<file path="src/common/cmprs_pkg.sv">
// shared definitions of the macroblock scheduling front end
// buffer geometry, page pointer and pixel types
// tile width and start pipeline stage enums, tile width helper
`default_nettype none

package cmprs_pkg;

    localparam int num_pages  = 4;   // pages in the tile buffer
    localparam int tile_rows  = 16;  // rows in a tile and in a macroblock
    localparam int max_tile_w = 128; // widest page, 16 rows of it fill the 11-bit in-page address
    localparam int mb_stages  = 9;   // length of the pacer start pipeline

    typedef logic [2:0] page_ptr_t;  // bit 2 tells a full ring from an empty one
    typedef logic [7:0] pix_t;       // one monochrome pixel

    typedef enum logic [1:0] {
        tw16,
        tw32,
        tw64,
        tw128
    } tile_w_e;

    typedef enum logic [3:0] {
        calc_row,     // step the column and row counters
        calc_x,       // left x in the page, first and last flags
        calc_last,    // x of the rightmost macroblock column
        calc_need,    // newest page the macroblock reads
        wait_buf,     // hold here until that page is loaded
        issue,        // hand the macroblock to the reader
        calc_next,    // left x of the following macroblock
        calc_release, // pages this macroblock leaves behind
        advance       // move the oldest page pointer
    } mb_stage_e;

    // log2 of the tile width in bytes
    function automatic logic [2:0] tile_shift(tile_w_e tw);
        return 3'd4 + {1'b0, tw};
    endfunction

endpackage

`default_nettype wire

</file>
<file path="src/common/cmprs_ifs.sv">
// page_wr_if, the loader to tile buffer write port
// mb_ctrl_if, the macroblock start command from pacer to reader
`timescale 1ns/1ps
`default_nettype none


interface mb_ctrl_if;
    logic       mb_start;     // single cycle, the other fields are valid with it
    logic [1:0] start_page;   // oldest page the macroblock reads
    logic [6:0] macroblock_x; // left pixel x inside start_page
    logic       first_mb;
    logic       last_mb;

    modport master (
        output mb_start,
        output start_page,
        output macroblock_x,
        output first_mb,
        output last_mb
    );
    modport slave (
        input mb_start,
        input start_page,
        input macroblock_x,
        input first_mb,
        input last_mb
    );
endinterface

`default_nettype wire

</file>
<file path="src/macroblock/mb_pixel_reader.sv">
// mb_pixel_reader
// reads a 16-row macroblock per start command, row by row, across page edges
// emits the pixel stream with first and last flags, and pre-end 8 cycles ahead
`timescale 1ns/1ps
`default_nettype none

module mb_pixel_reader #(
    parameter int data_w  = 8,
    parameter int page_aw = 11
) (
    input  wire logic               xclk,
    input  wire logic               reset_page_rd,
    input  wire cmprs_pkg::tile_w_e tile_width,
    input  wire logic [5:0]         mb_w_m1,
    mb_ctrl_if.slave                ctrl,
    output logic [1:0]              rd_page,
    output logic [page_aw-1:0]      rd_addr,
    input  wire logic [data_w-1:0]  rd_data,
    output logic                    mb_pre_end,
    output logic                    pix_valid,
    output logic [data_w-1:0]       pix_data,
    output logic                    pix_first_mb,
    output logic                    pix_last_mb
);
    import cmprs_pkg::*;

    logic       active;   // read request for (row, col) this cycle
    logic [3:0] row;
    logic [5:0] col;
    logic [1:0] base_page;
    logic [6:0] base_x;
    logic       first_r;
    logic       last_r;
    logic       row_end;
    logic       mb_end;
    logic [7:0] img_x;    // column relative to the start page origin
    logic [7:0] page_off;
    logic [7:0] tw_mask;

    assign row_end    = (col == mb_w_m1);
    assign mb_end     = row_end && (row == 4'(tile_rows - 1));
    assign img_x      = {1'b0, base_x} + {2'b0, col};
    assign tw_mask    = (8'd1 << tile_shift(tile_width)) - 8'd1;
    assign page_off   = img_x >> tile_shift(tile_width);
    assign rd_page    = base_page + page_off[1:0];
    assign rd_addr    = page_aw'({row, img_x[6:0] & tw_mask[6:0]});
    assign mb_pre_end = active && (row == 4'(tile_rows - 1)) && (col == mb_w_m1 - 6'd7);
    assign pix_data   = rd_data; // buffer output lines up with pix_valid

    always_ff @(posedge xclk) begin
        if (reset_page_rd) begin
            active       <= 1'b0;
            row          <= '0;
            col          <= '0;
            pix_valid    <= 1'b0;
            pix_first_mb <= 1'b0;
            pix_last_mb  <= 1'b0;
        end else begin
            pix_valid    <= active; // request delayed by the read latency
            pix_first_mb <= active && first_r;
            pix_last_mb  <= active && last_r;
            if (ctrl.mb_start) begin // may land on the last request, no gap
                active <= 1'b1;
                row    <= '0;
                col    <= '0;
            end else if (active) begin
                col <= row_end ? 6'd0 : col + 6'd1;
                if (row_end) row <= row + 4'd1;
                if (mb_end) active <= 1'b0;
            end
        end
    end

    always_ff @(posedge xclk) begin
        if (ctrl.mb_start) begin
            base_page <= ctrl.start_page;
            base_x    <= ctrl.macroblock_x;
            first_r   <= ctrl.first_mb;
            last_r    <= ctrl.last_mb;
        end
    end

    a_no_cut_in: assert property (@(posedge xclk) disable iff (reset_page_rd)
        ctrl.mb_start |-> (!active || mb_end));

endmodule

`default_nettype wire

</file>
<file path="src/flat_wrapper.sv">
// flat-port wrapper written by rule: the top's interface ports become plain ports
module mb_pixel_reader_flat import cmprs_pkg::*;
#(
    parameter int data_w  = 8,
    parameter int page_aw = 11
)
  (xclk, reset_page_rd, tile_width, mb_w_m1, rd_page, rd_addr, rd_data, mb_pre_end, pix_valid, pix_data, pix_first_mb, pix_last_mb, ctrl_mb_start, ctrl_start_page, ctrl_macroblock_x, ctrl_first_mb, ctrl_last_mb);
  mb_ctrl_if ctrl_i ();
  input  wire logic xclk;
  input  wire logic reset_page_rd;
  input  wire cmprs_pkg::tile_w_e tile_width;
  input  wire logic [5:0] mb_w_m1;
  output logic [1:0] rd_page;
  output logic [page_aw-1:0] rd_addr;
  input  wire logic [data_w-1:0] rd_data;
  output logic mb_pre_end;
  output logic pix_valid;
  output logic [data_w-1:0] pix_data;
  output logic pix_first_mb;
  output logic pix_last_mb;
  input wire logic [$bits(ctrl_i.mb_start)-1:0] ctrl_mb_start;
  input wire logic [$bits(ctrl_i.start_page)-1:0] ctrl_start_page;
  input wire logic [$bits(ctrl_i.macroblock_x)-1:0] ctrl_macroblock_x;
  input wire logic [$bits(ctrl_i.first_mb)-1:0] ctrl_first_mb;
  input wire logic [$bits(ctrl_i.last_mb)-1:0] ctrl_last_mb;
  assign ctrl_i.mb_start = ctrl_mb_start;
  assign ctrl_i.start_page = ctrl_start_page;
  assign ctrl_i.macroblock_x = ctrl_macroblock_x;
  assign ctrl_i.first_mb = ctrl_first_mb;
  assign ctrl_i.last_mb = ctrl_last_mb;
  mb_pixel_reader #(.data_w(data_w), .page_aw(page_aw)) u_core (.xclk(xclk), .reset_page_rd(reset_page_rd), .tile_width(tile_width), .mb_w_m1(mb_w_m1), .ctrl(ctrl_i), .rd_page(rd_page), .rd_addr(rd_addr), .rd_data(rd_data), .mb_pre_end(mb_pre_end), .pix_valid(pix_valid), .pix_data(pix_data), .pix_first_mb(pix_first_mb), .pix_last_mb(pix_last_mb));
endmodule
</file>
<file path="config.mk">
export PLATFORM = sky130hd
export DESIGN_NAME = mb_pixel_reader_flat
export DESIGN_NICKNAME = d
export VERILOG_FILES = /design/src/common/cmprs_pkg.sv /design/src/common/cmprs_ifs.sv /design/src/macroblock/mb_pixel_reader.sv /design/src/flat_wrapper.sv
export SDC_FILE = /design/constraint.sdc
export NUM_CORES = 1
export LEC_CHECK = 0
export BUFFER_PORTS_ARGS = -buffer_cell sky130_fd_sc_hd__buf_2
export CORE_MARGIN = 4
export CORE_UTILIZATION = 49
export CTS_BUF_LIST = sky130_fd_sc_hd__clkbuf_16
export DETAILED_ROUTE_END_ITERATION = 10
export GPL_TIMING_DRIVEN = 0
export PLACE_DENSITY = 0.79
export SLEW_MARGIN = 20
export SYNTH_ARGS = -nofsm -noshare
export SYNTH_HDL_FRONTEND = slang
export SYNTH_SLANG_ARGS = --single-unit
</file>
<file path="constraint.sdc">
create_clock -name xclk -period 3.9 [get_ports xclk]
set_clock_uncertainty 0.2 [all_clocks]
set_input_delay 0.195 -clock xclk [delete_from_list [all_inputs] [get_ports xclk]]
set_output_delay 0.195 -clock xclk [all_outputs]
set_load 0.02 [all_outputs]
</file>
==> results.tsv <==
stage	metric	value	unit
global_routing	largest net degree at the start of global routing	18	
drt	vias	1320	
floorplan	Initial Utilization	52.8	%
synth	Synth Flop Type	dfxtp_1	
clock_tree	TritonCTS clock tree	built	
setup_path	Critical Path End Type	primary output	
drt	DR iter-0 viols	58	
timing	Period minus WS final	3680	ps
setup_path	CP Max Fanout	5	
setup_path	CP max-delay cell	fa_1	
place	IO Port Bufs	46	
pwr	Max VDD drop	0.407	mV
synth	EDFF count, synth	11	
setup_path	crit path DAT	3290	ps
synth	synthesis warning total	0	
setup_path	kind of critical path	reg -> out	
pwr	Final Power	0.000650	W
clock_tree	CTS Buffer Depth	2	
timing	slew margin rel.	74.4	%
clock_tree	root buf cell	clkbuf_16	
place	DP Area	1770	µm²
drt	Detail Route Antenna Nets	0	
synth	Avg Inst Size Synth	10.2	µm²
finish	Layout Nets	251	
synth	Yosys cell types	39	
clock_tree	clk slew on worst S/H paths	60	ps
synth	Synthesized Nets	188	
synth	Post-synth ARST share	0	%
global_routing	initial antenna violation count	0	
timing	final setup fails	0	
setup_path	worst r2r src	u_core.col[2]	
floorplan	Vert. Die Dim	63.4	µm
synth	Mapped Cells	147	
floorplan	io pins	55	
floorplan	Die Wd	63.4	µm
clock_tree	clk_lat worst skew	260	ps
pwr	Lkg Pwr	0.863	nW
setup_path	crit-path cells	ha_1, inv_1, fa_1, nor2b_1, o31a_1, nor4_1, a311o_1, a211oi_1, a21oi_1, ha_1, xnor2_1, xnor2_1, buf_2	
floorplan	Rows	19	
timing	Max Clk Rate	271	MHz
finish	Fillers	216	
place	hpwl dp	2600	µm
clock_tree	H-tree levels	1	
global_routing	vias in the first global route	1398	
synth	Yosys top cell by area	edfxtp_1	
finish	area grow syn2layout	31.3	%
global_routing	first-pass GRT wire length	6180	µm
floorplan	core area	2850	µm²
setup_path	reg-to-reg slack, setup	1960	ps
drt	Post-route DRC	0	
min_path	Min-Delay Path Depth	1	
synth	post-synthesis register bit count	25	
timing	Final Slew Violations	0	
setup_path	R2R depth	7	
min_path	Hold Crit Endpoint	u_core.last_r	
clock_tree	CTS Buf Count	3	
timing	Final Hold Fails	0	
timing	final period utilization	94.5	%
finish	layout cells sized above 1	31.1	%
global_routing	global route overflow	0	
synth	Netlist Area Pre-Place	1510	µm²
drt	drt pass-1 iters	4	
job	Max Cap Violations	0	
outcome	status	completed	
floorplan	die area	4020	µm²
synth	Synth area leaders	edfxtp_1 (22%), dfxtp_1 (19%), ha_1 (8.3%)	
min_path	HP Class	in -> reg	
global_routing	GR Util All Layers	19.2	%
drt	post-DR vias/cell	5.50	
min_path	Hold Path Origin	ctrl_mb_start	
synth	most common library cells after synthesis	dfxtp_1 (14), xnor2_1 (14), edfxtp_1 (11), nor2_1 (11), ha_1 (10)	
setup_path	Critical Path Source Type	flip-flop	
finish	Post-Layout Inst Area	1980	µm²
drt	drt wl/cell	15.3	µm
finish	n_diodes	0	
place	placer congestion estimate	0.827	
clock_tree	sinks on the clock net	25	
timing	slew of the pin with the lowest slew margin	384	ps
setup_path	CP Data Required Time	3500	ps
setup_path	CP peak stage delay	410	ps
pwr	pwr dens	329	nW/µm²
timing	total negative setup slack	0	ps
synth	Seq/Total Area, Yosys	40.6	%
timing	RSZ-0062 raised after global routing	false	
drt	routed wire length	3670	µm
synth	area share of the largest cell type after synthesis	21.9	%
setup_path	Critical R2R Capture	u_core.col[0]	
==> report_power, final <==
group	total (W)	switching (W)	leakage (nW)	internal, W
Sequential	0.000292	0.00000559	0.222	0.000287
Combinational	0.000134	0.0000742	0.601	0.0000599
Clock	0.000224	0.0000859	0.0409	0.000138
==> timing repair <==
item,in CTS,in global routing
setup endpoints to repair,0,1
resized for setup,0,1
endpoints found under the hold margin,15,0
hold buffers,12,0
buffers inserted,0,0
==> worst max-delay path, delay by kind of cell, from the launching register on <==
family	cells	cell delay [ps]
fa+ha+maj	3	860
flops	1	390
buf+inv	2	270
simple gates	2	250
compound gates	4	870
xor+xnor	2	400
==> flip-flops by register name (all words and copies together) (netlist names) <==
signal               count
u_core.first_r           1
u_core.last_r            1
u_core.row               4
u_core.base_x            7
u_core.pix_valid         1
u_core.pix_last_mb       1
u_core.col               6
u_core.pix_first_mb      1
u_core.active            1
u_core.base_page         2
==> cell usage in the layout, fill, tap and decap left out, types with 2 or more instances in the layout <==
cell type | Yosys | final
nor3_1 | 8 | 8
ha_1 | 10 | 10
and2_1 | 3 | 3
a211oi_1 | 2 | 2
mux2i_1 | 2 | 2
dlygate4sd3_1 | 0 | 12
xor2_1 | 8 | 8
buf_4 | 8 | 8
nand4_1 | 5 | 5
a21oi_1 | 7 | 7
dfxtp_1 | 14 | 13
nor2_1 | 11 | 11
o21a_1 | 2 | 2
clkbuf_1 | 2 | 2
nand2_1 | 6 | 6
a311o_1 | 2 | 2
nor2b_1 | 4 | 4
edfxtp_1 | 11 | 11
xnor2_1 | 14 | 14
o21ai_0 | 2 | 2
clkbuf_16 | 0 | 3
inv_1 | 7 | 7
buf_2 | 1 | 47
==> logic make-up (layout without fill, tap and decap cells) <==
logic type      Yosys count  in the layout  share of synthesized area [%]
flops                    25             25                           40.6
xor+xnor                 23             23                           14.6
compound gates           22             22                           9.81
fa+ha+maj                11             11                           9.64
buf+inv                  18             80                           6.57
simple gates             46             46                           17.5
mux                       2              2                           1.33
==> worst max path at each step <==
stage,start,depth (start not counted),slack (ps),to
6_report,u_core.col[0],13,220,rd_page[1]
2_1_floorplan,u_core.col[0],12,790,rd_page[1]
4_1_cts,u_core.col[0],13,200,rd_page[1]
3_5_place_dp,u_core.col[0],13,510,rd_page[1]
3_3_place_gp,u_core.col[0],13,670,rd_page[1]
5_1_grt,u_core.col[0],13,100,rd_page[1]
==> layer usage <==
| metal | vias up | part of all wire (%) | track usage [%] |
|---|---|---|---|
| met5 | - | 0 | 0 |
| met4 | 0 | 2.3 | 7.28 |
| met3 | 8 | 4.4 | 4.26 |
| met2 | 46 | 54 | 36.0 |
| met1 | 627 | 39 | 20.6 |
| li1 | 639 | - | - |
==> through the flow <==
stage	instances	setup WS, ps	utilization (%)	hold WS, ps
after floorplan	147	792	-	67.4
after detailed placement	224	506	62.2	174
after global routing	240	97.5	69.3	189
after global placement	224	670	62.2	172
after CTS	240	203	69.2	172
final	240	216	69.3	172
==> final cells by class <==
class                      instances  area [µm²]  area share [%]
multi-input combinational        104         796            40.3
sequential                        25         612            31.0
timing repair buffer              58         350            17.7
clock buffer                       3        75.1            3.80
buffer                            11        72.6            3.67
tap                               31        38.8            1.96
inverter                           7        26.3            1.33
clock inverter                     1        5.00           0.253
Power figures use the tool's default switching activity.
