`src/common/cmprs_pkg.sv`:
```
// shared definitions of the macroblock scheduling front end
// buffer geometry, page pointer and pixel types
// tile width and start pipeline stage enums, tile width helper
`default_nettype none

package cmprs_pkg;

    localparam int num_pages  = 4;   // pages in the tile buffer
    localparam int tile_rows  = 16;  // rows in a tile and in a macroblock
    localparam int max_tile_w = 128; // widest page, 16 rows of it fill the 11-bit in-page address
    localparam int mb_stages  = 9;   // length of the pacer start pipeline

    typedef logic [2:0] page_ptr_t;  // bit 2 tells a full ring from an empty one
    typedef logic [7:0] pix_t;       // one monochrome pixel

    typedef enum logic [1:0] {
        tw16,
        tw32,
        tw64,
        tw128
    } tile_w_e;

    typedef enum logic [3:0] {
        calc_row,     // step the column and row counters
        calc_x,       // left x in the page, first and last flags
        calc_last,    // x of the rightmost macroblock column
        calc_need,    // newest page the macroblock reads
        wait_buf,     // hold here until that page is loaded
        issue,        // hand the macroblock to the reader
        calc_next,    // left x of the following macroblock
        calc_release, // pages this macroblock leaves behind
        advance       // move the oldest page pointer
    } mb_stage_e;

    // log2 of the tile width in bytes
    function automatic logic [2:0] tile_shift(tile_w_e tw);
        return 3'd4 + {1'b0, tw};
    endfunction

endpackage

`default_nettype wire

```
`src/common/cmprs_ifs.sv`:
```
// page_wr_if, the loader to tile buffer write port
// mb_ctrl_if, the macroblock start command from pacer to reader
`timescale 1ns/1ps
`default_nettype none

interface page_wr_if #(
    parameter int data_w  = 8,
    parameter int page_aw = 11
);
    logic               wr_en;   // one byte written in every cycle this is high
    logic [1:0]         wr_page; // page in the ring
    logic [page_aw-1:0] wr_addr; // tile row and column inside the page
    logic [data_w-1:0]  wr_data;

    modport master (output wr_en, output wr_page, output wr_addr, output wr_data);
    modport slave  (input wr_en, input wr_page, input wr_addr, input wr_data);
endinterface


`default_nettype wire

```
`src/rtl/page_loader.sv`:
```
// page_loader
// writes the incoming tile bytes into the page ring row by row
// flags each completed page and keeps the free page count for back-pressure
`timescale 1ns/1ps
`default_nettype none

module page_loader #(
    parameter int data_w  = 8,
    parameter int page_aw = 11
) (
    input  wire logic               xclk,
    input  wire logic               reset_page_rd,
    input  wire logic               in_valid,
    input  wire cmprs_pkg::pix_t    in_data,
    output logic                    in_room,
    input  wire cmprs_pkg::tile_w_e tile_width,
    input  wire logic               release_pulse,
    input  wire logic [1:0]         release_cnt,
    output logic                    page_ready,
    page_wr_if.master               wr
);
    import cmprs_pkg::*;

    logic [6:0] col;      // byte column inside the tile row
    logic [3:0] row;      // tile row, wraps after the last one
    logic [6:0] col_last; // last column for the selected width
    page_ptr_t  wr_ptr;   // page being filled
    logic [2:0] free_cnt; // pages not holding unreleased data
    logic       accept;
    logic       page_end;

    assign col_last = 7'((8'd1 << tile_shift(tile_width)) - 8'd1);
    assign accept   = in_valid && in_room;
    assign page_end = accept && (col == col_last) && (row == 4'(tile_rows - 1));
    assign in_room  = (free_cnt != 3'd0); // drops once all pages wait for release

    always_ff @(posedge xclk) begin
        if (reset_page_rd) begin
            col        <= '0;
            row        <= '0;
            wr_ptr     <= '0;
            free_cnt   <= 3'(num_pages);
            page_ready <= 1'b0;
            wr.wr_en   <= 1'b0;
        end else begin
            page_ready <= page_end; // same cycle as the write of the last byte
            wr.wr_en   <= accept;
            if (accept) begin
                col <= (col == col_last) ? 7'd0 : col + 7'd1;
                if (col == col_last) row <= row + 4'd1;
            end
            if (page_end) wr_ptr <= wr_ptr + 3'd1;
            free_cnt <= free_cnt + (release_pulse ? {1'b0, release_cnt} : 3'd0)
                        - {2'b0, page_end}; // release and fill may meet in one cycle
        end
    end

    // row in the upper bits, so the layout does not depend on the tile width
    always_ff @(posedge xclk) begin
        wr.wr_page <= wr_ptr[1:0];
        wr.wr_addr <= page_aw'({row, col});
        wr.wr_data <= data_w'(in_data);
    end

    a_free_bound: assert property (@(posedge xclk) disable iff (reset_page_rd)
        free_cnt <= 3'(num_pages));

endmodule

`default_nettype wire

```
`src/flat_wrapper.sv`:
```
// flat-port wrapper written by rule: the top's interface ports become plain ports
module page_loader_flat import cmprs_pkg::*;
#(
    parameter int data_w  = 8,
    parameter int page_aw = 11
)
  (xclk, reset_page_rd, in_valid, in_data, in_room, tile_width, release_pulse, release_cnt, page_ready, wr_wr_en, wr_wr_page, wr_wr_addr, wr_wr_data);
  page_wr_if #(.data_w(data_w), .page_aw(page_aw)) wr_i ();
  input  wire logic xclk;
  input  wire logic reset_page_rd;
  input  wire logic in_valid;
  input  wire cmprs_pkg::pix_t in_data;
  output logic in_room;
  input  wire cmprs_pkg::tile_w_e tile_width;
  input  wire logic release_pulse;
  input  wire logic [1:0] release_cnt;
  output logic page_ready;
  output wire logic [$bits(wr_i.wr_en)-1:0] wr_wr_en;
  output wire logic [$bits(wr_i.wr_page)-1:0] wr_wr_page;
  output wire logic [$bits(wr_i.wr_addr)-1:0] wr_wr_addr;
  output wire logic [$bits(wr_i.wr_data)-1:0] wr_wr_data;
  assign wr_wr_en = wr_i.wr_en;
  assign wr_wr_page = wr_i.wr_page;
  assign wr_wr_addr = wr_i.wr_addr;
  assign wr_wr_data = wr_i.wr_data;
  page_loader #(.data_w(data_w), .page_aw(page_aw)) u_core (.xclk(xclk), .reset_page_rd(reset_page_rd), .in_valid(in_valid), .in_data(in_data), .in_room(in_room), .tile_width(tile_width), .release_pulse(release_pulse), .release_cnt(release_cnt), .page_ready(page_ready), .wr(wr_i));
endmodule
```
`config.mk`:
```
export PLATFORM = sky130hd
export DESIGN_NAME = page_loader_flat
export DESIGN_NICKNAME = d
export VERILOG_FILES = /design/src/common/cmprs_pkg.sv /design/src/common/cmprs_ifs.sv /design/src/rtl/page_loader.sv /design/src/flat_wrapper.sv
export SDC_FILE = /design/constraint.sdc
export NUM_CORES = 1
export LEC_CHECK = 0
export BUFFER_PORTS_ARGS = -buffer_cell sky130_fd_sc_hd__buf_2
export CAP_MARGIN = 20
export CORE_MARGIN = 4
export CORE_UTILIZATION = 36
export CTS_CLUSTER_SIZE = 28
export DETAILED_ROUTE_END_ITERATION = 10
export HOLD_SLACK_MARGIN = 0.12
export PLACE_DENSITY = 0.72
export SYNTH_ARGS = -nofsm -noshare
export SYNTH_HDL_FRONTEND = slang
export SYNTH_SLANG_ARGS = --single-unit
```
`constraint.sdc`:
```
create_clock -name xclk -period 2.5 [get_ports xclk]
set_clock_uncertainty 0.2 [all_clocks]
set_input_delay 0.25 -clock xclk [delete_from_list [all_inputs] [get_ports xclk]]
set_output_delay 0.25 -clock xclk [all_outputs]
set_load 0.02 [all_outputs]
```
==> flow_metrics.py, run 1 <==
metrics = {
    "clock_network": {
        "cts_buffers": 5,
        "clk_pin_slew_ns": 0.08,
        "cts-root-buf": "clkbuf_8",
        "cts_tree": "yes",
        "clk_latency_ns": 0.29,
        "h-tree-depth": 2,
        "cts_sinks": 39,
        "clockBufferDepth": 2,
    },
    "critical_path": {
        "arrival_ns": 2.56,
        "worstRegToRegCells": 12,
        "crit_type": "reg -> reg",
        "critical_path.cell_chain": "ha_4 -> nand3_2 -> or3_4 -> nor3_2 -> ha_1 -> inv_1 -> ha_2 -> inv_2 -> fa_2 -> xnor2_2 -> xnor2_1 -> nand2b_1",
        "critical_path.max_fanout": 2,
        "r2r-start": "u_core.col[1]",
        "rrSetupSlack_ns": -0.08,
        "crit_slowest_cell": "dfxtp_2",
        "required_ns": 2.48,
        "rr_endpoint": "u_core.free_cnt[2]",
        "crit_start": "u_core.col[1]",
        "endpoint": "u_core.free_cnt[2]",
        "startpoint_type": "flip-flop",
        "crit_path_max_incr_delay_ns": 0.36,
        "end_kind": "flip-flop",
    },
    "floorplanning": {
        "core_area_um2": 3470,
        "die_w_um": 68.9,
        "die_h_um": 68.9,
        "die-area_um2": 4740,
        "initial_core_util_pct": 38.5,
        "ios": 40,
        "num_rows": 21,
    },
    "drt": {
        "drtIter0Drc": 48,
        "dr_total_vias": 1042,
        "wl_mm": 2.76,
        "ant_nets": 0,
        "drc": 0,
        "wl_per_cell_um": 12.1,
        "drt_first_pass_iters": 4,
        "avgViaCountPerCell": 4.57,
    },
    "logic_synthesis": {
        "ys_seq_elements": 39,
        "yosysUniqueCellTypes": 30,
        "synth-seq-area-share_pct": 58.5,
        "yosys-top-cells-count": "39 x dfxtp_1, 9 x nor3_1, 7 x xnor2_1",
        "synth_ff_type": "dfxtp_1",
        "avgSynthCellArea_um2": 11.3,
        "syn_area_um2": 1330,
        "ys_top_cells_by_area": "dfxtp_1 59%, ha_1 4.7%, xnor2_1 4.6%",
        "yosys.area.top_type": "dfxtp_1",
        "synthesis.nets": 140,
        "synthArstFlopShare_pct": 0,
        "ys_warn_count": 0,
        "synth-edff-count": 0,
        "yosysMostFrequentCell": "dfxtp_1",
        "synth_top_area_share_pct": 58.5,
        "syn_inst": 118,
    },
    "final_layout": {
        "regArea_um2": 785,
        "multi_input_area_um2": 554,
        "syn_to_final_growth_pct": 42.8,
        "finalNetCount": 203,
        "final_area_um2": 1900,
        "layout.cells.non_filler": 228,
        "antenna_cells": 0,
        "n_fill_cell": 298,
        "layout-drive-gt1-share_pct": 42.3,
    },
    "global_route": {
        "grt_pass1_wl_mm": 4.28,
        "grt_max_degree": 21,
        "grt_pass1_vias": 989,
        "grt_use_total_pct": 12.5,
        "grt_overflow": 0,
        "grt_antenna_before_repair": 0,
    },
    "sta": {
        "holdWs_ns": 0.152,
        "grt_setup_unrepaired": "true",
        "slew_headroom_pct": 76.3,
        "finalSetupTns_ns": -0.0796,
        "post-route-period-util_pct": 103,
        "hold_viol_final": 0,
        "setup_slack_ns": -0.0796,
        "period_needed_ns": 2.58,
        "fmax_mhz": 388,
        "max_slew.worst_pin.slew_ns": 0.355,
        "setup_viol": 1,
        "report.final.slew_viol_count": 0,
    },
    "placement": {
        "placed_cell_area_um2": 1690,
        "dp_hpwl_mm": 1.94,
        "io_buffer_count": 39,
        "place_inst": 211,
        "gp_congestion": 0.723,
    },
    "power_and_ir_drop": {
        "p_total_mw": 1.37,
        "max-vdd-ir-drop_mv": 0.314,
        "p_per_area_nw_per_um2": 719,
        "leakagePower_nw": 0.822,
    },
    "status": {
        "run_status": "finished with violations",
        "violations": "negative setup slack",
    },
    "hold_path": {
        "hold_class": "in -> reg",
    },
    "flow_run": {
        "max_cap_violations": 0,
    },
}
-- worst min-delay path by stage --
| stage | start | to | slack, ns | cells after the start |
|---|---|---|---|---|
| 6_report | reset_page_rd | u_core.col[2] | 0.15 | 2 |
| 5_1_grt | reset_page_rd | u_core.wr.wr_en | 0.17 | 2 |
| 4_1_cts | reset_page_rd | u_core.col[2] | 0.13 | 2 |
| 3_5_place_dp | in_data[6] | u_core.wr.wr_data[6] | 0.16 | 1 |
| 3_3_place_gp | in_data[4] | u_core.wr.wr_data[4] | 0.15 | 1 |
| 2_1_floorplan | in_data[0] | u_core.wr.wr_data[0] | 0.08 | 0 |
-- cell usage in the layout, fill, tap and decap left out, types with 2 or more instances in the layout --
cell / count
dfxtp_2: 3
buf_2: 39
ha_1: 3
clkbuf_8: 5
mux2i_1: 2
nor2b_1: 2
nand2_1: 3
nor3_1: 8
nor2_1: 6
buf_4: 13
dlygate4sd3_1: 8
xnor2_1: 6
or4_1: 4
nand2b_1: 3
inv_1: 5
xor2_1: 3
dfxtp_1: 36
a21oi_1: 4
o31ai_1: 4
nand3_1: 3
-- metrics by stage --
step / worst slack [ns] / util [%]
3_5_place_dp: -0.236 / 48.7
2_1_floorplan: -0.110 / -
3_3_place_gp: -0.115 / 48.7
6_report: -0.0796 / 54.9
4_1_cts: -0.0779 / 54.4
5_1_grt: -0.161 / 54.9
-- worst max-delay path: cells and delay by family, from the launching register on --
family	cells	cell delay, ns
xor+xnor	2	0.28
fa+ha+maj	4	0.90
buf+inv	2	0.10
flops	1	0.36
simple gates	4	0.61
-- routing by layer --
layer | wire, µm | vias to the layer above | global-route usage (%)
met3 | 246 | 2 | 5.02
met1 | 1210 | 471 | 14.4
met4 | 13 | 0 | 3.65
li1 | - | 532 | -
met5 | 0 | - | 0
met2 | 1290 | 37 | 21.1
-- sequential cells by signal, summed over array words and instances (netlist names), 2 cells and up --
name,cells
u_core.wr.wr_addr,11
u_core.wr.wr_data,8
u_core.col,7
u_core.row,4
u_core.free_cnt,3
u_core.wr.wr_page,2
u_core.wr_ptr,2
-- kinds of logic (layout without fill, tap and decap cells) --
kind of cell | count (synthesis) | count (layout) | synth area share (%)
AO/OA/AOI/OAI | 10 | 10 | 6.00
AND/OR/NAND/NOR | 40 | 40 | 16.9
multiplexers | 3 | 3 | 2.35
flip-flops | 39 | 39 | 58.5
adder cells (fa/ha/maj) | 6 | 6 | 6.19
XOR/XNOR | 10 | 10 | 6.57
buffers and inverters | 10 | 74 | 3.47
-- cell type report --
class,count,share of cell area [%]
clock buffers,5,3.61
clock inverters,3,2.30
inverters,6,1.18
multi-input cells,69,29.1
flip-flops and latches,39,41.2
well taps,46,3.02
repair buffers,60,19.6
-- report_power, final --
part | internal [mW] | total, mW | switching, mW
Combinational | 0.0889 | 0.181 | 0.0921
Sequential | 0.656 | 0.678 | 0.0222
Clock | 0.297 | 0.511 | 0.214
Total | 1.04 | 1.37 | 0.328
-- timing repair --
item | in CTS | in global routing
setup endpoints to repair | 1 | 2
hold buffers | 8 | 0
setup buffers | 0 | 1
resized for setup | 1 | 3
pin swaps | 4 | 0
endpoints found under the hold margin | 8 | 0
Note: power is estimated with default switching activity, not from simulation.
==> run 2, diff against run 1 <==
--- a/config.mk
+++ b/config.mk
@@ -8,11 +8,11 @@
 export BUFFER_PORTS_ARGS = -buffer_cell sky130_fd_sc_hd__buf_2
 export CAP_MARGIN = 20
 export CORE_MARGIN = 4
-export CORE_UTILIZATION = 36
+export CORE_UTILIZATION = 40
 export CTS_CLUSTER_SIZE = 28
 export DETAILED_ROUTE_END_ITERATION = 10
 export HOLD_SLACK_MARGIN = 0.12
-export PLACE_DENSITY = 0.72
+export PLACE_DENSITY = 0.78
 export SYNTH_ARGS = -nofsm -noshare
 export SYNTH_HDL_FRONTEND = slang
 export SYNTH_SLANG_ARGS = --single-unit
==> run 2 against run 1 <==
The run still ends with negative setup slack left. Routed wire length decreased by 1.5%. Critical endpoint unchanged. Largest power group unchanged. Clock power decreased by 16%. Critical path type unchanged. Global-route usage increased by 1.5 points. Combinational power up 8%. Via count is 2.1% higher. Register-to-register slack better by 0.07 ns. Design area is 1.9% higher. Core utilization is 7.1 points higher.
==> flow_metrics.py, run 2 (synthesized netlist as in run 1, its figures left out) <==
metrics = {
    "status": {
        "run_status": "finished with violations",
        "violations": "negative setup slack",
    },
    "critical_path": {
        "crit_type": "reg -> reg",
        "arrival_ns": 2.56,
        "startpoint_type": "flip-flop",
        "critical_path.cell_chain": "ha_4 -> nand3_2 -> or3_4 -> nor3_4 -> ha_1 -> inv_2 -> ha_4 -> inv_2 -> fa_2 -> xnor2_2 -> xnor2_1 -> nand2b_1",
        "required_ns": 2.55,
        "crit_buf_inv": 2,
        "path_delay_family": "adder cells",
        "end_kind": "flip-flop",
        "critical_path.max_fanout": 2,
        "crit_slowest_cell": "dfxtp_2",
        "crit_path_max_incr_delay_ns": 0.37,
    },
    "global_route": {
        "grt_pass1_wl_mm": 4.49,
        "grt_use_total_pct": 14.0,
        "grt_antenna_before_repair": 0,
        "grt_pass1_vias": 1024,
        "grt_max_degree": 21,
        "grt_overflow": 0,
    },
    "clock_network": {
        "cts_buffers": 5,
        "cts_sinks": 39,
        "cts_tree": "yes",
        "clk_latency_ns": 0.35,
        "h-tree-depth": 2,
        "cts-root-buf": "clkbuf_4",
        "clockBufferDepth": 2,
        "clk_pin_slew_ns": 0.11,
    },
    "flow_run": {
        "max_cap_violations": 0,
    },
    "power_and_ir_drop": {
        "max-vdd-ir-drop_mv": 0.274,
        "p_per_area_nw_per_um2": 671,
        "p_total_mw": 1.30,
        "leakagePower_nw": 0.843,
    },
    "drt": {
        "avgViaCountPerCell": 4.65,
        "drt_first_pass_iters": 4,
        "drc": 0,
        "wl_per_cell_um": 11.9,
        "wl_mm": 2.72,
        "dr_total_vias": 1064,
        "ant_nets": 0,
        "drtIter0Drc": 41,
    },
    "sta": {
        "slew_headroom_pct": 77.6,
        "hold_viol_final": 0,
        "report.final.slew_viol_count": 0,
        "grt_setup_unrepaired": "true",
        "setup_slack_ns": -0.0122,
        "period_needed_ns": 2.51,
        "post-route-period-util_pct": 100,
        "finalSetupTns_ns": -0.0122,
        "fmax_mhz": 398,
        "setup_viol": 1,
        "max_slew.worst_pin.slew_ns": 0.335,
    },
    "floorplanning": {
        "core_area_um2": 3130,
        "die_h_um": 65.7,
        "initial_core_util_pct": 42.6,
        "num_rows": 20,
        "ios": 40,
        "die_w_um": 65.7,
        "die-area_um2": 4320,
    },
    "placement": {
        "place_inst": 209,
        "gp_congestion": 0.734,
        "dp_hpwl_mm": 1.94,
        "io_buffer_count": 39,
    },
    "final_layout": {
        "regMostFlops": "u_core.wr.wr_addr",
        "syn_to_final_growth_pct": 45.5,
        "finalNetCount": 206,
        "mostFrequentLayoutCell": "buf_2",
        "antenna_cells": 0,
        "final_cell_mix": "39 x buf_2, 35 x dfxtp_1, 14 x buf_4, 10 x dlygate4sd3_1, 8 x nor3_1",
        "largest_register_ffs": 11,
        "layout-drive-gt1-share_pct": 43.2,
        "top_regs": "u_core.wr.wr_addr: 11 flops, u_core.wr.wr_data: 8 flops, u_core.col: 7 flops",
        "layout.cells.non_filler": 229,
    },
    "hold_path": {
        "hold_class": "in -> reg",
    },
}
## run 2: cell type report
cell class / instances / area [µm²]
tap: 44 / 55.1
inverter: 6 / 22.5
clock inverter: 2 / 35.0
sequential: 39 / 786
timing repair buffer: 63 / 400
multi-input combinational: 69 / 591
fill: 248 / 1190
clock buffer: 6 / 51.3
## run 2: repair_timing
action	CTS	global route
endpoints found under the hold margin	18	0
pin swaps	3	2
endpoints found under the setup margin	1	2
hold buffers	10	0
gates resized for setup	1	9
buffers inserted	1	1
## run 2: per-layer routing
layer,wire length [µm],up-vias,track usage (%)
met5,0,-,0
met3,242,9,4.96
li1,-,536,-
met2,1290,46,22.5
met4,72,0,8.55
met1,1110,473,15.6
## run 2: power breakdown
part / total, mW / switching [mW] / internal (mW)
Combinational: 0.196 / 0.0958 / 0.100
Sequential: 0.677 / 0.0218 / 0.656
Clock: 0.429 / 0.193 / 0.236
## run 2: stage by stage
| stage | setup slack, ns | util [%] | hold WS [ns] | instance area [µm²] |
|---|---|---|---|---|
| 3_3_place_gp | -0.103 | 53.9 | 0.154 | 1690 |
| 6_report | -0.0122 | 62.0 | 0.157 | 1940 |
| 2_1_floorplan | -0.110 | - | 0.0777 | 1370 |
| 5_1_grt | -0.143 | 62.0 | 0.164 | 1940 |
| 3_5_place_dp | -0.187 | 53.9 | 0.154 | 1690 |
| 4_1_cts | -0.0545 | 60.3 | 0.140 | 1890 |
## run 2: worst reg2reg max path, cell delays in order (launching register included)
cell and delay [ns]:
dfxtp_2 0.37, ha_4 0.14, nand3_2 0.08, or3_4 0.35, nor3_4 0.11, ha_1 0.25
inv_2 0.08, ha_4 0.13, inv_2 0.03, fa_2 0.34, xnor2_2 0.15, xnor2_1 0.13
nand2b_1 0.06
## run 2: worst paths after layout
check	from	end	slack, ns	cells past startpoint
max	u_core.col[1]	u_core.free_cnt[2]	-0.01	12
min	in_valid	u_core.col[2]	0.16	4
min reg2reg	u_core.wr_ptr[1]	u_core.wr.wr_page[1]	0.17	0
max reg2reg	u_core.col[1]	u_core.free_cnt[2]	-0.01	12
