==> src/common/cmprs_pkg.sv <==
// shared definitions of the macroblock scheduling front end
// buffer geometry, page pointer and pixel types
// tile width and start pipeline stage enums, tile width helper
`default_nettype none

package cmprs_pkg;

    localparam int num_pages  = 4;   // pages in the tile buffer
    localparam int tile_rows  = 16;  // rows in a tile and in a macroblock
    localparam int max_tile_w = 128; // widest page, 16 rows of it fill the 11-bit in-page address
    localparam int mb_stages  = 9;   // length of the pacer start pipeline

    typedef logic [2:0] page_ptr_t;  // bit 2 tells a full ring from an empty one
    typedef logic [7:0] pix_t;       // one monochrome pixel

    typedef enum logic [1:0] {
        tw16,
        tw32,
        tw64,
        tw128
    } tile_w_e;

    typedef enum logic [3:0] {
        calc_row,     // step the column and row counters
        calc_x,       // left x in the page, first and last flags
        calc_last,    // x of the rightmost macroblock column
        calc_need,    // newest page the macroblock reads
        wait_buf,     // hold here until that page is loaded
        issue,        // hand the macroblock to the reader
        calc_next,    // left x of the following macroblock
        calc_release, // pages this macroblock leaves behind
        advance       // move the oldest page pointer
    } mb_stage_e;

    // log2 of the tile width in bytes
    function automatic logic [2:0] tile_shift(tile_w_e tw);
        return 3'd4 + {1'b0, tw};
    endfunction

endpackage

`default_nettype wire

==> src/common/cmprs_ifs.sv <==
// page_wr_if, the loader to tile buffer write port
// mb_ctrl_if, the macroblock start command from pacer to reader
`timescale 1ns/1ps
`default_nettype none


interface mb_ctrl_if;
    logic       mb_start;     // single cycle, the other fields are valid with it
    logic [1:0] start_page;   // oldest page the macroblock reads
    logic [6:0] macroblock_x; // left pixel x inside start_page
    logic       first_mb;
    logic       last_mb;

    modport master (
        output mb_start,
        output start_page,
        output macroblock_x,
        output first_mb,
        output last_mb
    );
    modport slave (
        input mb_start,
        input start_page,
        input macroblock_x,
        input first_mb,
        input last_mb
    );
endinterface

`default_nettype wire

==> src/macroblock/mb_pacer.sv <==
// mb_pacer
// counts macroblocks across the frame and finds the start page and left x of each
// one-hot start pipeline that waits until every needed page is loaded
// releases the pages passed over at the end of each macroblock, flags frame_done
`timescale 1ns/1ps
`default_nettype none

module mb_pacer (
    input  wire logic               xclk,
    input  wire logic               reset_page_rd,
    input  wire logic               frame_en,
    input  wire logic               frame_go,
    input  wire cmprs_pkg::tile_w_e tile_width,
    input  wire logic [4:0]         left_marg,
    input  wire logic [5:0]         mb_w_m1,
    input  wire logic [4:0]         mb_hper,
    input  wire logic [12:0]        n_blocks_in_row_m1,
    input  wire logic [12:0]        n_block_rows_m1,
    input  wire logic               page_ready,
    input  wire logic               mb_pre_end,
    output logic                    release_pulse,
    output logic [1:0]              release_cnt,
    output logic                    frame_done,
    mb_ctrl_if.master               ctrl
);
    import cmprs_pkg::*;

    logic [mb_stages-1:0] stage; // indexed by mb_stage_e
    logic        frame_en_w;
    logic        frame_en_r;
    logic        frame_run;     // between the first start and the last pre-end
    logic        frame_start_w;
    logic        frame_start_r; // lines up with stage calc_row
    logic        mb_start_w;
    logic        buf_ready;
    logic [12:0] cols_left;     // macroblocks left in the row after this one
    logic [12:0] rows_left;
    logic        first_in_row;
    logic        last_in_row;
    logic        last_row;
    logic        last_mb;
    logic        pre_first;
    logic        first_mb_r;
    logic [6:0]  mbl_x;         // left x inside the start page
    logic [6:0]  x_next;        // left x of the next macroblock in the row
    logic [7:0]  x_last;        // rightmost column, may run into later pages
    logic [7:0]  x_inc;
    logic [7:0]  tw_mask;
    logic [1:0]  adv_tiles;     // pages passed over inside a row
    logic [1:0]  used_pages;    // pages spanned by this macroblock
    logic [1:0]  add_invalid;   // pages this macroblock leaves behind
    page_ptr_t   needed_page;
    page_ptr_t   next_valid;    // first page not loaded yet
    page_ptr_t   next_invalid;  // oldest page still in use
    page_ptr_t   buf_diff;
    logic [8:0]  done_sr;       // pre-end of the last macroblock to frame_done

    assign frame_en_w    = frame_en && frame_go;
    assign last_mb       = last_row && last_in_row;
    assign mb_start_w    = (mb_pre_end && (!last_mb || frame_en_w))
                           || (!frame_run && frame_en_w && !frame_en_r && !(|stage));
    assign frame_start_w = frame_en_w
                           && ((mb_pre_end && last_mb) || (!frame_run && !frame_en_r && !(|stage)));
    assign buf_diff      = needed_page - next_valid;
    assign buf_ready     = buf_diff[2]; // needed page is behind the load pointer
    assign x_inc         = {1'b0, mbl_x} + {3'b0, mb_hper};
    assign tw_mask       = (8'd1 << tile_shift(tile_width)) - 8'd1;
    assign frame_done    = done_sr[8]; // one cycle after the last pixel

    always_ff @(posedge xclk) begin
        if (reset_page_rd || !frame_en) begin // frame_en low aborts at once
            frame_en_r    <= 1'b0;
            frame_run     <= 1'b0;
            frame_start_r <= 1'b0;
            first_in_row  <= 1'b0;
            pre_first     <= 1'b0;
            stage         <= '0;
            done_sr       <= '0;
            ctrl.mb_start <= 1'b0;
            release_pulse <= 1'b0;
        end else begin
            frame_en_r    <= frame_en_w;
            frame_start_r <= frame_start_w;
            if (mb_start_w) frame_run <= 1'b1;
            else if (mb_pre_end && last_mb) frame_run <= 1'b0;
            if (frame_start_r) first_in_row <= 1'b1;
            else if (stage[calc_row]) first_in_row <= last_in_row;
            if (frame_start_r) pre_first <= 1'b1;
            else if (stage[calc_x]) pre_first <= 1'b0;
            if (mb_start_w) stage <= mb_stages'(1);
            else if (!stage[wait_buf] || buf_ready) stage <= stage << 1;
            done_sr       <= {done_sr[7:0], mb_pre_end && last_mb};
            ctrl.mb_start <= stage[issue]; // reader starts right after the previous last read
            release_pulse <= mb_pre_end;
        end
    end

    // pointers survive a frame abort
    always_ff @(posedge xclk) begin
        if (reset_page_rd) begin
            next_valid   <= '0;
            next_invalid <= '0;
        end else begin
            if (page_ready) next_valid <= next_valid + 3'd1;
            if (stage[advance]) next_invalid <= next_invalid + {1'b0, add_invalid};
        end
    end

    always_ff @(posedge xclk) begin
        if (frame_start_r) rows_left <= n_block_rows_m1;
        else if (stage[calc_row] && last_in_row) rows_left <= rows_left - 13'd1;
        if (frame_start_r || (stage[calc_row] && last_in_row)) cols_left <= n_blocks_in_row_m1;
        else if (stage[calc_row]) cols_left <= cols_left - 13'd1;
        if (stage[calc_x]) begin
            last_row    <= (rows_left == 13'd0);
            last_in_row <= (cols_left == 13'd0);
            first_mb_r  <= pre_first;
            mbl_x       <= first_in_row ? {2'b0, left_marg} : x_next;
        end
        if (stage[calc_last]) x_last <= {1'b0, mbl_x} + {2'b0, mb_w_m1};
        if (stage[calc_need]) begin
            needed_page <= next_invalid + page_ptr_t'(x_last >> tile_shift(tile_width));
        end
        if (stage[issue]) begin
            ctrl.start_page   <= next_invalid[1:0];
            ctrl.macroblock_x <= mbl_x;
            ctrl.first_mb     <= first_mb_r;
            ctrl.last_mb      <= last_mb;
        end
        if (stage[calc_next]) begin
            x_next     <= x_inc[6:0] & tw_mask[6:0]; // wrap into the following page
            adv_tiles  <= 2'(x_inc >> tile_shift(tile_width));
            used_pages <= needed_page[1:0] - next_invalid[1:0] + 2'd1;
        end
        // a new macroblock row starts on a fresh tile row
        if (stage[calc_release]) add_invalid <= last_in_row ? used_pages : adv_tiles;
        if (mb_pre_end) release_cnt <= add_invalid;
    end

    // a start must find the pipeline empty, so only one macroblock token is ever in flight
    a_start_idle: assert property (@(posedge xclk) disable iff (reset_page_rd)
        mb_start_w |-> (stage == '0));
    a_need_fits: assert property (@(posedge xclk) disable iff (reset_page_rd)
        stage[wait_buf] |-> (page_ptr_t'(needed_page - next_invalid) < 3'(num_pages)));

endmodule

`default_nettype wire

==> src/flat_wrapper.sv <==
// flat-port wrapper written by rule: the top's interface ports become plain ports
module mb_pacer_flat import cmprs_pkg::*;
  (xclk, reset_page_rd, frame_en, frame_go, tile_width, left_marg, mb_w_m1, mb_hper, n_blocks_in_row_m1, n_block_rows_m1, page_ready, mb_pre_end, release_pulse, release_cnt, frame_done, ctrl_mb_start, ctrl_start_page, ctrl_macroblock_x, ctrl_first_mb, ctrl_last_mb);
  mb_ctrl_if ctrl_i ();
  input  wire logic xclk;
  input  wire logic reset_page_rd;
  input  wire logic frame_en;
  input  wire logic frame_go;
  input  wire cmprs_pkg::tile_w_e tile_width;
  input  wire logic [4:0] left_marg;
  input  wire logic [5:0] mb_w_m1;
  input  wire logic [4:0] mb_hper;
  input  wire logic [12:0] n_blocks_in_row_m1;
  input  wire logic [12:0] n_block_rows_m1;
  input  wire logic page_ready;
  input  wire logic mb_pre_end;
  output logic release_pulse;
  output logic [1:0] release_cnt;
  output logic frame_done;
  output wire logic [$bits(ctrl_i.mb_start)-1:0] ctrl_mb_start;
  output wire logic [$bits(ctrl_i.start_page)-1:0] ctrl_start_page;
  output wire logic [$bits(ctrl_i.macroblock_x)-1:0] ctrl_macroblock_x;
  output wire logic [$bits(ctrl_i.first_mb)-1:0] ctrl_first_mb;
  output wire logic [$bits(ctrl_i.last_mb)-1:0] ctrl_last_mb;
  assign ctrl_mb_start = ctrl_i.mb_start;
  assign ctrl_start_page = ctrl_i.start_page;
  assign ctrl_macroblock_x = ctrl_i.macroblock_x;
  assign ctrl_first_mb = ctrl_i.first_mb;
  assign ctrl_last_mb = ctrl_i.last_mb;
  mb_pacer u_core (.xclk(xclk), .reset_page_rd(reset_page_rd), .frame_en(frame_en), .frame_go(frame_go), .tile_width(tile_width), .left_marg(left_marg), .mb_w_m1(mb_w_m1), .mb_hper(mb_hper), .n_blocks_in_row_m1(n_blocks_in_row_m1), .n_block_rows_m1(n_block_rows_m1), .page_ready(page_ready), .mb_pre_end(mb_pre_end), .release_pulse(release_pulse), .release_cnt(release_cnt), .frame_done(frame_done), .ctrl(ctrl_i));
endmodule
==> config.mk <==
export PLATFORM = sky130hd
export DESIGN_NAME = mb_pacer_flat
export DESIGN_NICKNAME = d
export VERILOG_FILES = /design/src/common/cmprs_pkg.sv /design/src/common/cmprs_ifs.sv /design/src/macroblock/mb_pacer.sv /design/src/flat_wrapper.sv
export SDC_FILE = /design/constraint.sdc
export NUM_CORES = 1
export LEC_CHECK = 0
export ABC_AREA = 1
export ABC_CLOCK_PERIOD_IN_PS = 4800
export BUFFER_PORTS_ARGS = -buffer_cell sky130_fd_sc_hd__buf_2
export CAP_MARGIN = 10
export CORE_MARGIN = 1.5
export CORE_UTILIZATION = 60
export CTS_CLUSTER_DIAMETER = 40
export DETAILED_ROUTE_END_ITERATION = 16
export PLACE_DENSITY_LB_ADDON = 0.25
export SYNTH_ARGS = -nofsm -noshare
export SYNTH_HDL_FRONTEND = slang
export SYNTH_SLANG_ARGS = --single-unit
==> constraint.sdc <==
create_clock -name xclk -period 4.8 [get_ports xclk]
set_input_delay 0.72 -clock xclk [delete_from_list [all_inputs] [get_ports xclk]]
set_output_delay 0.72 -clock xclk [all_outputs]
set_load 0.1 [all_outputs]
==> metrics.md, run 1 <==
| Metric | Value |
|---|---|
| Max-slew violations | `0` |
| First drt pass iteration count | `4` |
| Max stage delay on crit path | `0.73 ns` |
| Status | `finished clean` |
| Unrepaired setup endpoints after global routing | `no` |
| Worst-Skew Late Latency | `0.38 ns` |
| H-tree depth | `3` |
| Post-synthesis compound-gate area fraction | `7.53%` |
| Setup bufs post-CTS | `0` |
| Post-synthesis register bit count | `100` |
| Hold-fix buffers, CTS | `0` |
| Syn_area_per_cell | `9.29 um^2` |
| Worst-Margin Slew | `0.874 ns` |
| Fin Hold WS | `approximately 0.42 ns` |
| Final Hold Viols | `0` |
| Final HPWL DP | `6900 um` |
| CP max-delay cell | `a21oi_2` |
| CP bufs+invs | `1` |
| Max clock buf depth | `2` |
| HP Class | `register to register` |
| Clk slew on worst S/H paths | `0.12 ns` |
| Primary FF master, synth | `edfxtp_1` |
| Die W | `roughly 93 um` |
| # setup viols final | `0` |
| Num ports | `66` |
| Largest net degree at the start of global routing | `22` |
| Worst-path fanout max | `21` |
| Post-synthesis async set-or-reset flop share | `0%` |
| Drt wl/cell | `13.2 um` |
| Die Ht | `~93 um` |
| Global route total overflow | `0` |
| Max VDD drop | `0.000160 V` |
| Yosys cell types | `37` |
| Number of global-route vias before repair | `3744` |
| Setup TNS | `0 ns` |
| CP Capture Type | `register` |
| Simple-Gate Fraction of Synth Area | `roughly a fifth` |
| Seq/Total Area, Yosys | `55.1%` |
| CP Cell Sequence | `a21oi_2 -> inv_2 -> nor2_1 -> a21oi_1` |
| XOR/XNOR Fraction of Synth Area | `2.69%` |
| Post_cts resized | `0` |
| Period utilization | `44.3%` |
| Netlist Area Pre-Place | `0.00488 mm^2` |
| Placer Congestion | `0.955` |
| Layout cells sized above 1 | `16.4%` |
| # Max-Cap Violations | `0` |
| Total leakage power | `2.35 nW` |
| Mapped Nets | `598` |
| CTS Sinks | `100` |
| Die area | `roughly 0.0087 mm^2` |
| First-pass GRT wire length | `16100 um` |
| CTS tree | `yes` |
| Post-Synth Adder-Cell Area | `6.10%` |
| Kind of critical path | `register to register` |
| Vias per cell | `about 5.3` |
| Post-synth EDFFs | `69` |
| DRT antenna net count | `0` |
| Via count | `3705` |
| GR Util All Layers | `around a quarter` |
| Critical Path RT | `4.93 ns` |
| CP arrival | `2.26 ns` |
| Max Clk Rate | `470 MHz` |
| Placed insts | `685` |
| Initial Utilization | `62.6%` |
| Cells after synthesis | `526` |
| DR iter-0 viols | `about 180` |
| Clk root buf | `clkbuf_8` |
| CTS buffer count | `9` |
| Pwr/cell area | `around 300 mW/mm^2` |
| Clock period minus final worst setup slack | `between 2 and 2.5 ns` |
| Count of buffers from port buffering | `between 60 and 70` |
| Final cell count without fillers | `approximately 700` |
| Fin nets | `666` |
| Top delay family on crit path | `compound AO/OA/AOI/OAI gates` |
| Final Skew | `between 0.015 and 0.02 ns` |
| Initial antenna violation count | `0` |
| Reg2reg setup slack | `2.67 ns` |
| Area grow syn2layout | `12.7%` |
| Drt total wl | `9220 um` |
| Share of the synthesized area in the top cell type | `42.4%` |
| Residual DRC | `0` |
| Synth area leaders | `edfxtp_1 (42%), dfxtp_1 (13%), nand2_1 (8.8%), inv_1 (5.6%), ha_1 (4.9%)` |
| CORE AREA | `0.00781 mm^2` |
| Antenna Cells | `0` |
| Synth area leader | `edfxtp_1` |
| Mux cell area share after synthesis | `under 10%` |
| Slew headroom | `a little over two fifths` |
| Critical Path Start Type | `register` |
| # rows | `32` |
| Main combinational cell family by area after synthesis | `simple AND/OR/NAND/NOR gates` |
| Yosys warns | `0` |
power by group:
group | switching (mW) | internal [mW]
sequential | 0.0147 | 0.941
combinational | 0.0877 | 0.0545
clock | 0.342 | 0.213
total | 0.444 | 1.21
path summary, 6_finish.rpt:
| path | startpoint | endpoint | depth (start not counted) |
|---|---|---|---|
| setup / recovery | u_core.frame_start_r$_SDFF_PP0_ | u_core.cols_left[3]$_DFFE_PP_ | 4 |
| setup reg to reg | u_core.frame_start_r$_SDFF_PP0_ | u_core.cols_left[3]$_DFFE_PP_ | 4 |
| hold reg to reg | u_core.done_sr[4]$_SDFF_PP0_ | u_core.done_sr[5]$_SDFF_PP0_ | 2 |
| hold / removal | u_core.done_sr[4]$_SDFF_PP0_ | u_core.done_sr[5]$_SDFF_PP0_ | 2 |
layer usage:
layer | track usage, % | vias to the layer above | routed length [um]
met1 | 28.9 | 1726 | 3950
met4 | 10.9 | 0 | 132
met3 | 3.74 | 13 | 409
li1 | - | 1879 | -
met2 | 41.7 | 87 | 4730
met5 | 0 | - | 0
flip-flops by register name, indices dropped and copies added (netlist names), 3 cells and up:
name                      count
u_core.needed_page            3
u_core.mbl_x                  7
u_core.next_valid             3
u_core.rows_left             13
u_core.x_next                 7
u_core.ctrl.macroblock_x      7
u_core.x_last                 4
u_core.done_sr                9
u_core.next_invalid           3
u_core.stage                  9
u_core.cols_left             13
worst min-delay path, stage by stage (launching register included):
cell and delay [ns]:
dfxtp_1 0.32, inv_1 0.04, nor2_1 0.03
logic make-up after synthesis:
group	Yosys count
mux	5
xor+xnor	15
simple gates	236
buf+inv	82
fa+ha+maj	22
flops	100
compound gates	66
final cells by class:
class	count	area [um^2]
sequential	100	2690
fill	595	2300
multi-input combinational	344	1870
timing repair buffer	65	325
inverter	74	278
tap	102	128
clock buffer	9	124
clock inverter	7	88.8
cells in the final DEF (no fill, tap or decap), drive strengths merged:
cell type / n
o211ai: 1
nor3: 5
clkbuf: 9
a21oi: 26
inv: 78
buf: 65
nand2: 117
fa: 3
o21ai: 21
dfxtp: 31
or2: 2
edfxtp: 69
xor2: 11
mux2: 5
nand3b: 3
ha: 19
clkinv: 3
xnor2: 4
a31oi: 11
nand4: 8
a22oi: 2
nand3: 34
o21bai: 2
a21boi: 2
o31ai: 1
nor2: 66
and3: 1
stage by stage:
| step | utilization [%] | cell area [um^2] | setup slack [ns] | power (mW) |
|---|---|---|---|---|
| after floorplan | - | 4880 | 2.68 | 1.07 |
| after global placement | 67.8 | 5290 | 2.49 | 1.11 |
| after detailed placement | 67.8 | 5290 | 2.41 | 1.12 |
| after CTS | 70.5 | 5500 | 2.62 | 1.66 |
| after global routing | 70.5 | 5500 | 2.45 | 1.72 |
| final | 70.5 | 5500 | 2.67 | 1.65 |
cell usage after synthesis (4+ instances only):
master    number
xor2_1        11
nand4_1        8
a31oi_1       11
o21ai_1        4
o21ai_0       17
xnor2_1        4
a21oi_1       25
nand2_1      114
edfxtp_1      69
nor2_1        63
nor3_1         4
nand3_1       33
inv_1         73
ha_1          19
mux2_2         5
dfxtp_1       31
No activity file was read; power rests on OpenSTA's default activity.
==> inputs of run 2 (changes only) <==
Settings changed: ABC_CLOCK_PERIOD_IN_PS 4800 to 2100, CORE_UTILIZATION 60 to 58.
Clock period 4.8 ns to 2.1 ns, I/O delays scaled along.
==> metrics.md, run 2 (same netlist as run 1, synthesis figures left out) <==
| Metric | Value |
|---|---|
| Status | `finished clean (unchanged)` |
| Clk slew on worst S/H paths | `0.11 ns (was 0.12 ns)` |
| Initial antenna violation count | `0 (unchanged)` |
| Layout cells sized above 1 | `17.3% (was 16.4%)` |
| Pwr/cell area | `670 mW/mm^2 (was 300 mW/mm^2)` |
| Max-slew violations | `0 (unchanged)` |
| Fillers | `650 (was 595)` |
| CORE AREA | `0.00818 mm^2 (was 0.00781 mm^2)` |
| Hold path startpoint | `reset_page_rd (was u_core.done_sr[4]$_SDFF_PP0_)` |
| Largest net degree at the start of global routing | `22 (unchanged)` |
| Pre-CTS worst setup slack | `0.108 ns (was 2.41 ns)` |
| GR Util All Layers | `23.7% (was 23.9%)` |
| Kind of critical path | `register to register (unchanged)` |
| Max Clk Rate | `535 MHz (was 470 MHz)` |
| # setup viols final | `0 (unchanged)` |
| Met1 GRT Util | `29.2% (was 28.9%)` |
| Clock period minus final worst setup slack | `1.87 ns (was 2.13 ns)` |
| Most frequent cells in the layout | `nand2_1 (114), inv_1 (73), edfxtp_1 (69) (unchanged)` |
| Drt wl/cell | `13.7 um (was 13.2 um)` |
| HP Class | `primary input to register (was register to register)` |
| Commonest non-fill, non-tap cell in the layout | `nand2_1 (unchanged)` |
| Final worst-path setup slack | `0.230 ns (was 2.67 ns)` |
| Total leakage power | `2.37 nW (was 2.35 nW)` |
| # rows | `33 (was 32)` |
| Via count | `3801 (was 3705)` |
| GR Layer Usage met2 | `40.2% (was 41.7%)` |
| DR iter-0 viols | `245 (was 178)` |
| Setup TNS | `0 ns (unchanged)` |
| Worst-path fanout max | `2 (was 21)` |
| Reg2reg path depth | `8 (was 4)` |
| Fin nets | `673 (was 666)` |
| Worst-Margin Slew | `0.556 ns (was 0.874 ns)` |
| Max clock buf depth | `2 (unchanged)` |
| WHS Path Cells | `2 (unchanged)` |
| DRT antenna net count | `0 (unchanged)` |
| Setup bufs post-CTS | `0 (unchanged)` |
| CTS Sinks | `100 (unchanged)` |
| Reg2Reg Capture Point | `u_core.needed_page[2]$_DFFE_PP_ (was u_core.cols_left[3]$_DFFE_PP_)` |
| FF-to-FF Start | `u_core.x_last[7]$_DFFE_PP_ (was u_core.frame_start_r$_SDFF_PP0_)` |
| Final Skew | `0.0136 ns (was 0.0151 ns)` |
| Die area | `0.00898 mm^2 (was 0.00869 mm^2)` |
| CTS buffer count | `9 (unchanged)` |
| Final Hold Viols | `0 (unchanged)` |
| Die W | `94.8 um (was 93.2 um)` |
| First-pass GRT wire length | `16400 um (was 16100 um)` |
| Post_cts resized | `0 (unchanged)` |
| CP Capture Type | `register (unchanged)` |
| Global route total overflow | `0 (unchanged)` |
| Initial Utilization | `59.7% (was 62.6%)` |
| Placer Congestion | `0.926 (was 0.955)` |
| Drt total wl | `9760 um (was 9220 um)` |
| Max VDD drop | `0.000375 V (was 0.000160 V)` |
| Hold-fix buffers, CTS | `0 (unchanged)` |
| Biggest regs | `u_core.cols_left x13, u_core.rows_left x13 (unchanged)` |
| CTS tree | `yes (unchanged)` |
| Count of buffers from port buffering | `65 (unchanged)` |
| Cell area after placement | `0.00535 mm^2 (was 0.00529 mm^2)` |
| Slew headroom | `62.9% (was 41.7%)` |
| Critical Path Start Type | `register (unchanged)` |
| First drt pass iteration count | `4 (unchanged)` |
| Residual DRC | `0 (unchanged)` |
| Die Ht | `94.8 um (was 93.2 um)` |
| Antenna Cells | `0 (unchanged)` |
| Worst-Skew Late Latency | `0.37 ns (was 0.38 ns)` |
| Area grow syn2layout | `13.1% (was 12.7%)` |
| Num ports | `66 (unchanged)` |
| Critical Path RT | `2.22 ns (was 4.93 ns)` |
| Vias per cell | `5.35 (was 5.29)` |
| # Max-Cap Violations | `0 (unchanged)` |
| Number of global-route vias before repair | `3713 (was 3744)` |
| Period utilization | `89.0% (was 44.3%)` |
| Final HPWL DP | `7210 um (was 6900 um)` |
| Clk root buf | `clkbuf_8 (unchanged)` |
| Hold Path Sink | `u_core.next_valid[0]$_SDFFE_PP0P_ (was u_core.done_sr[5]$_SDFF_PP0_)` |
| CP arrival | `1.99 ns (was 2.26 ns)` |
| Met3 usage | `5.88% (was 3.74%)` |
| H-tree depth | `3 (unchanged)` |
| Final instance area | `0.00553 mm^2 (was 0.00550 mm^2)` |
| Unrepaired setup endpoints after global routing | `no (unchanged)` |
| GRT busiest layer | `met2 (unchanged)` |
| Reg2reg setup slack | `0.23 ns (was 2.67 ns)` |
-- run 2: critical path: stages (launching register included) --
cell and delay [ns]:
edfxtp_1 0.42, nand2_1 0.09, nand2_1 0.07, nand2_1 0.07, nand2_1 0.06, ha_1 0.21, fa_1 0.39, xnor2_1 0.15
xor2_1 0.17
-- run 2: worst max-delay path by stage --
stage	cells after the start	from	endpoint	slack [ns]
after floorplan	8	tile_width[0]	u_core.needed_page[2]$_DFFE_PP_	0.38
after global placement	9	tile_width[0]	u_core.needed_page[2]$_DFFE_PP_	0.20
after detailed placement	9	tile_width[0]	u_core.needed_page[2]$_DFFE_PP_	0.11
after CTS	8	u_core.x_last[7]$_DFFE_PP_	u_core.needed_page[2]$_DFFE_PP_	0.27
after global routing	6	u_core.mbl_x[0]$_DFFE_PP_	u_core.adv_tiles[0]$_DFFE_PP_	0.14
final	8	u_core.x_last[7]$_DFFE_PP_	u_core.needed_page[2]$_DFFE_PP_	0.23
-- run 2: routing by layer --
metal	up-vias	share of wire (%)
met4	0	2.2
met2	122	48
met1	1765	44
met3	24	5.7
met5	-	0
li1	1890	-
-- run 2: layout make-up --
cell class              instances  area [um^2]  area share (%)
multi-input cells             344         1870            33.8
inverters                      74          278            5.03
clock buffers                   9          124            2.24
flip-flops and latches        100         2690            48.7
well taps                     105          131            2.38
repair buffers                 72          378            6.84
clock inverters                 7         56.3            1.02
-- run 2: where the power goes --
part	leakage [nW]	internal (mW)	switching, mW
logic	1.40	0.129	0.210
clock network	0.0969	0.451	0.732
registers	0.880	2.15	0.0298
-- run 2: metrics by stage --
stage	hold slack (ns)	util (%)	cells	total power [mW]
floorplan	0.387	-	526	2.44
global placement	0.394	65.4	695	2.54
detailed placement	0.404	65.4	695	2.56
CTS	0.140	67.6	711	3.70
global route	0.124	67.6	711	3.85
finish	0.140	67.6	711	3.70
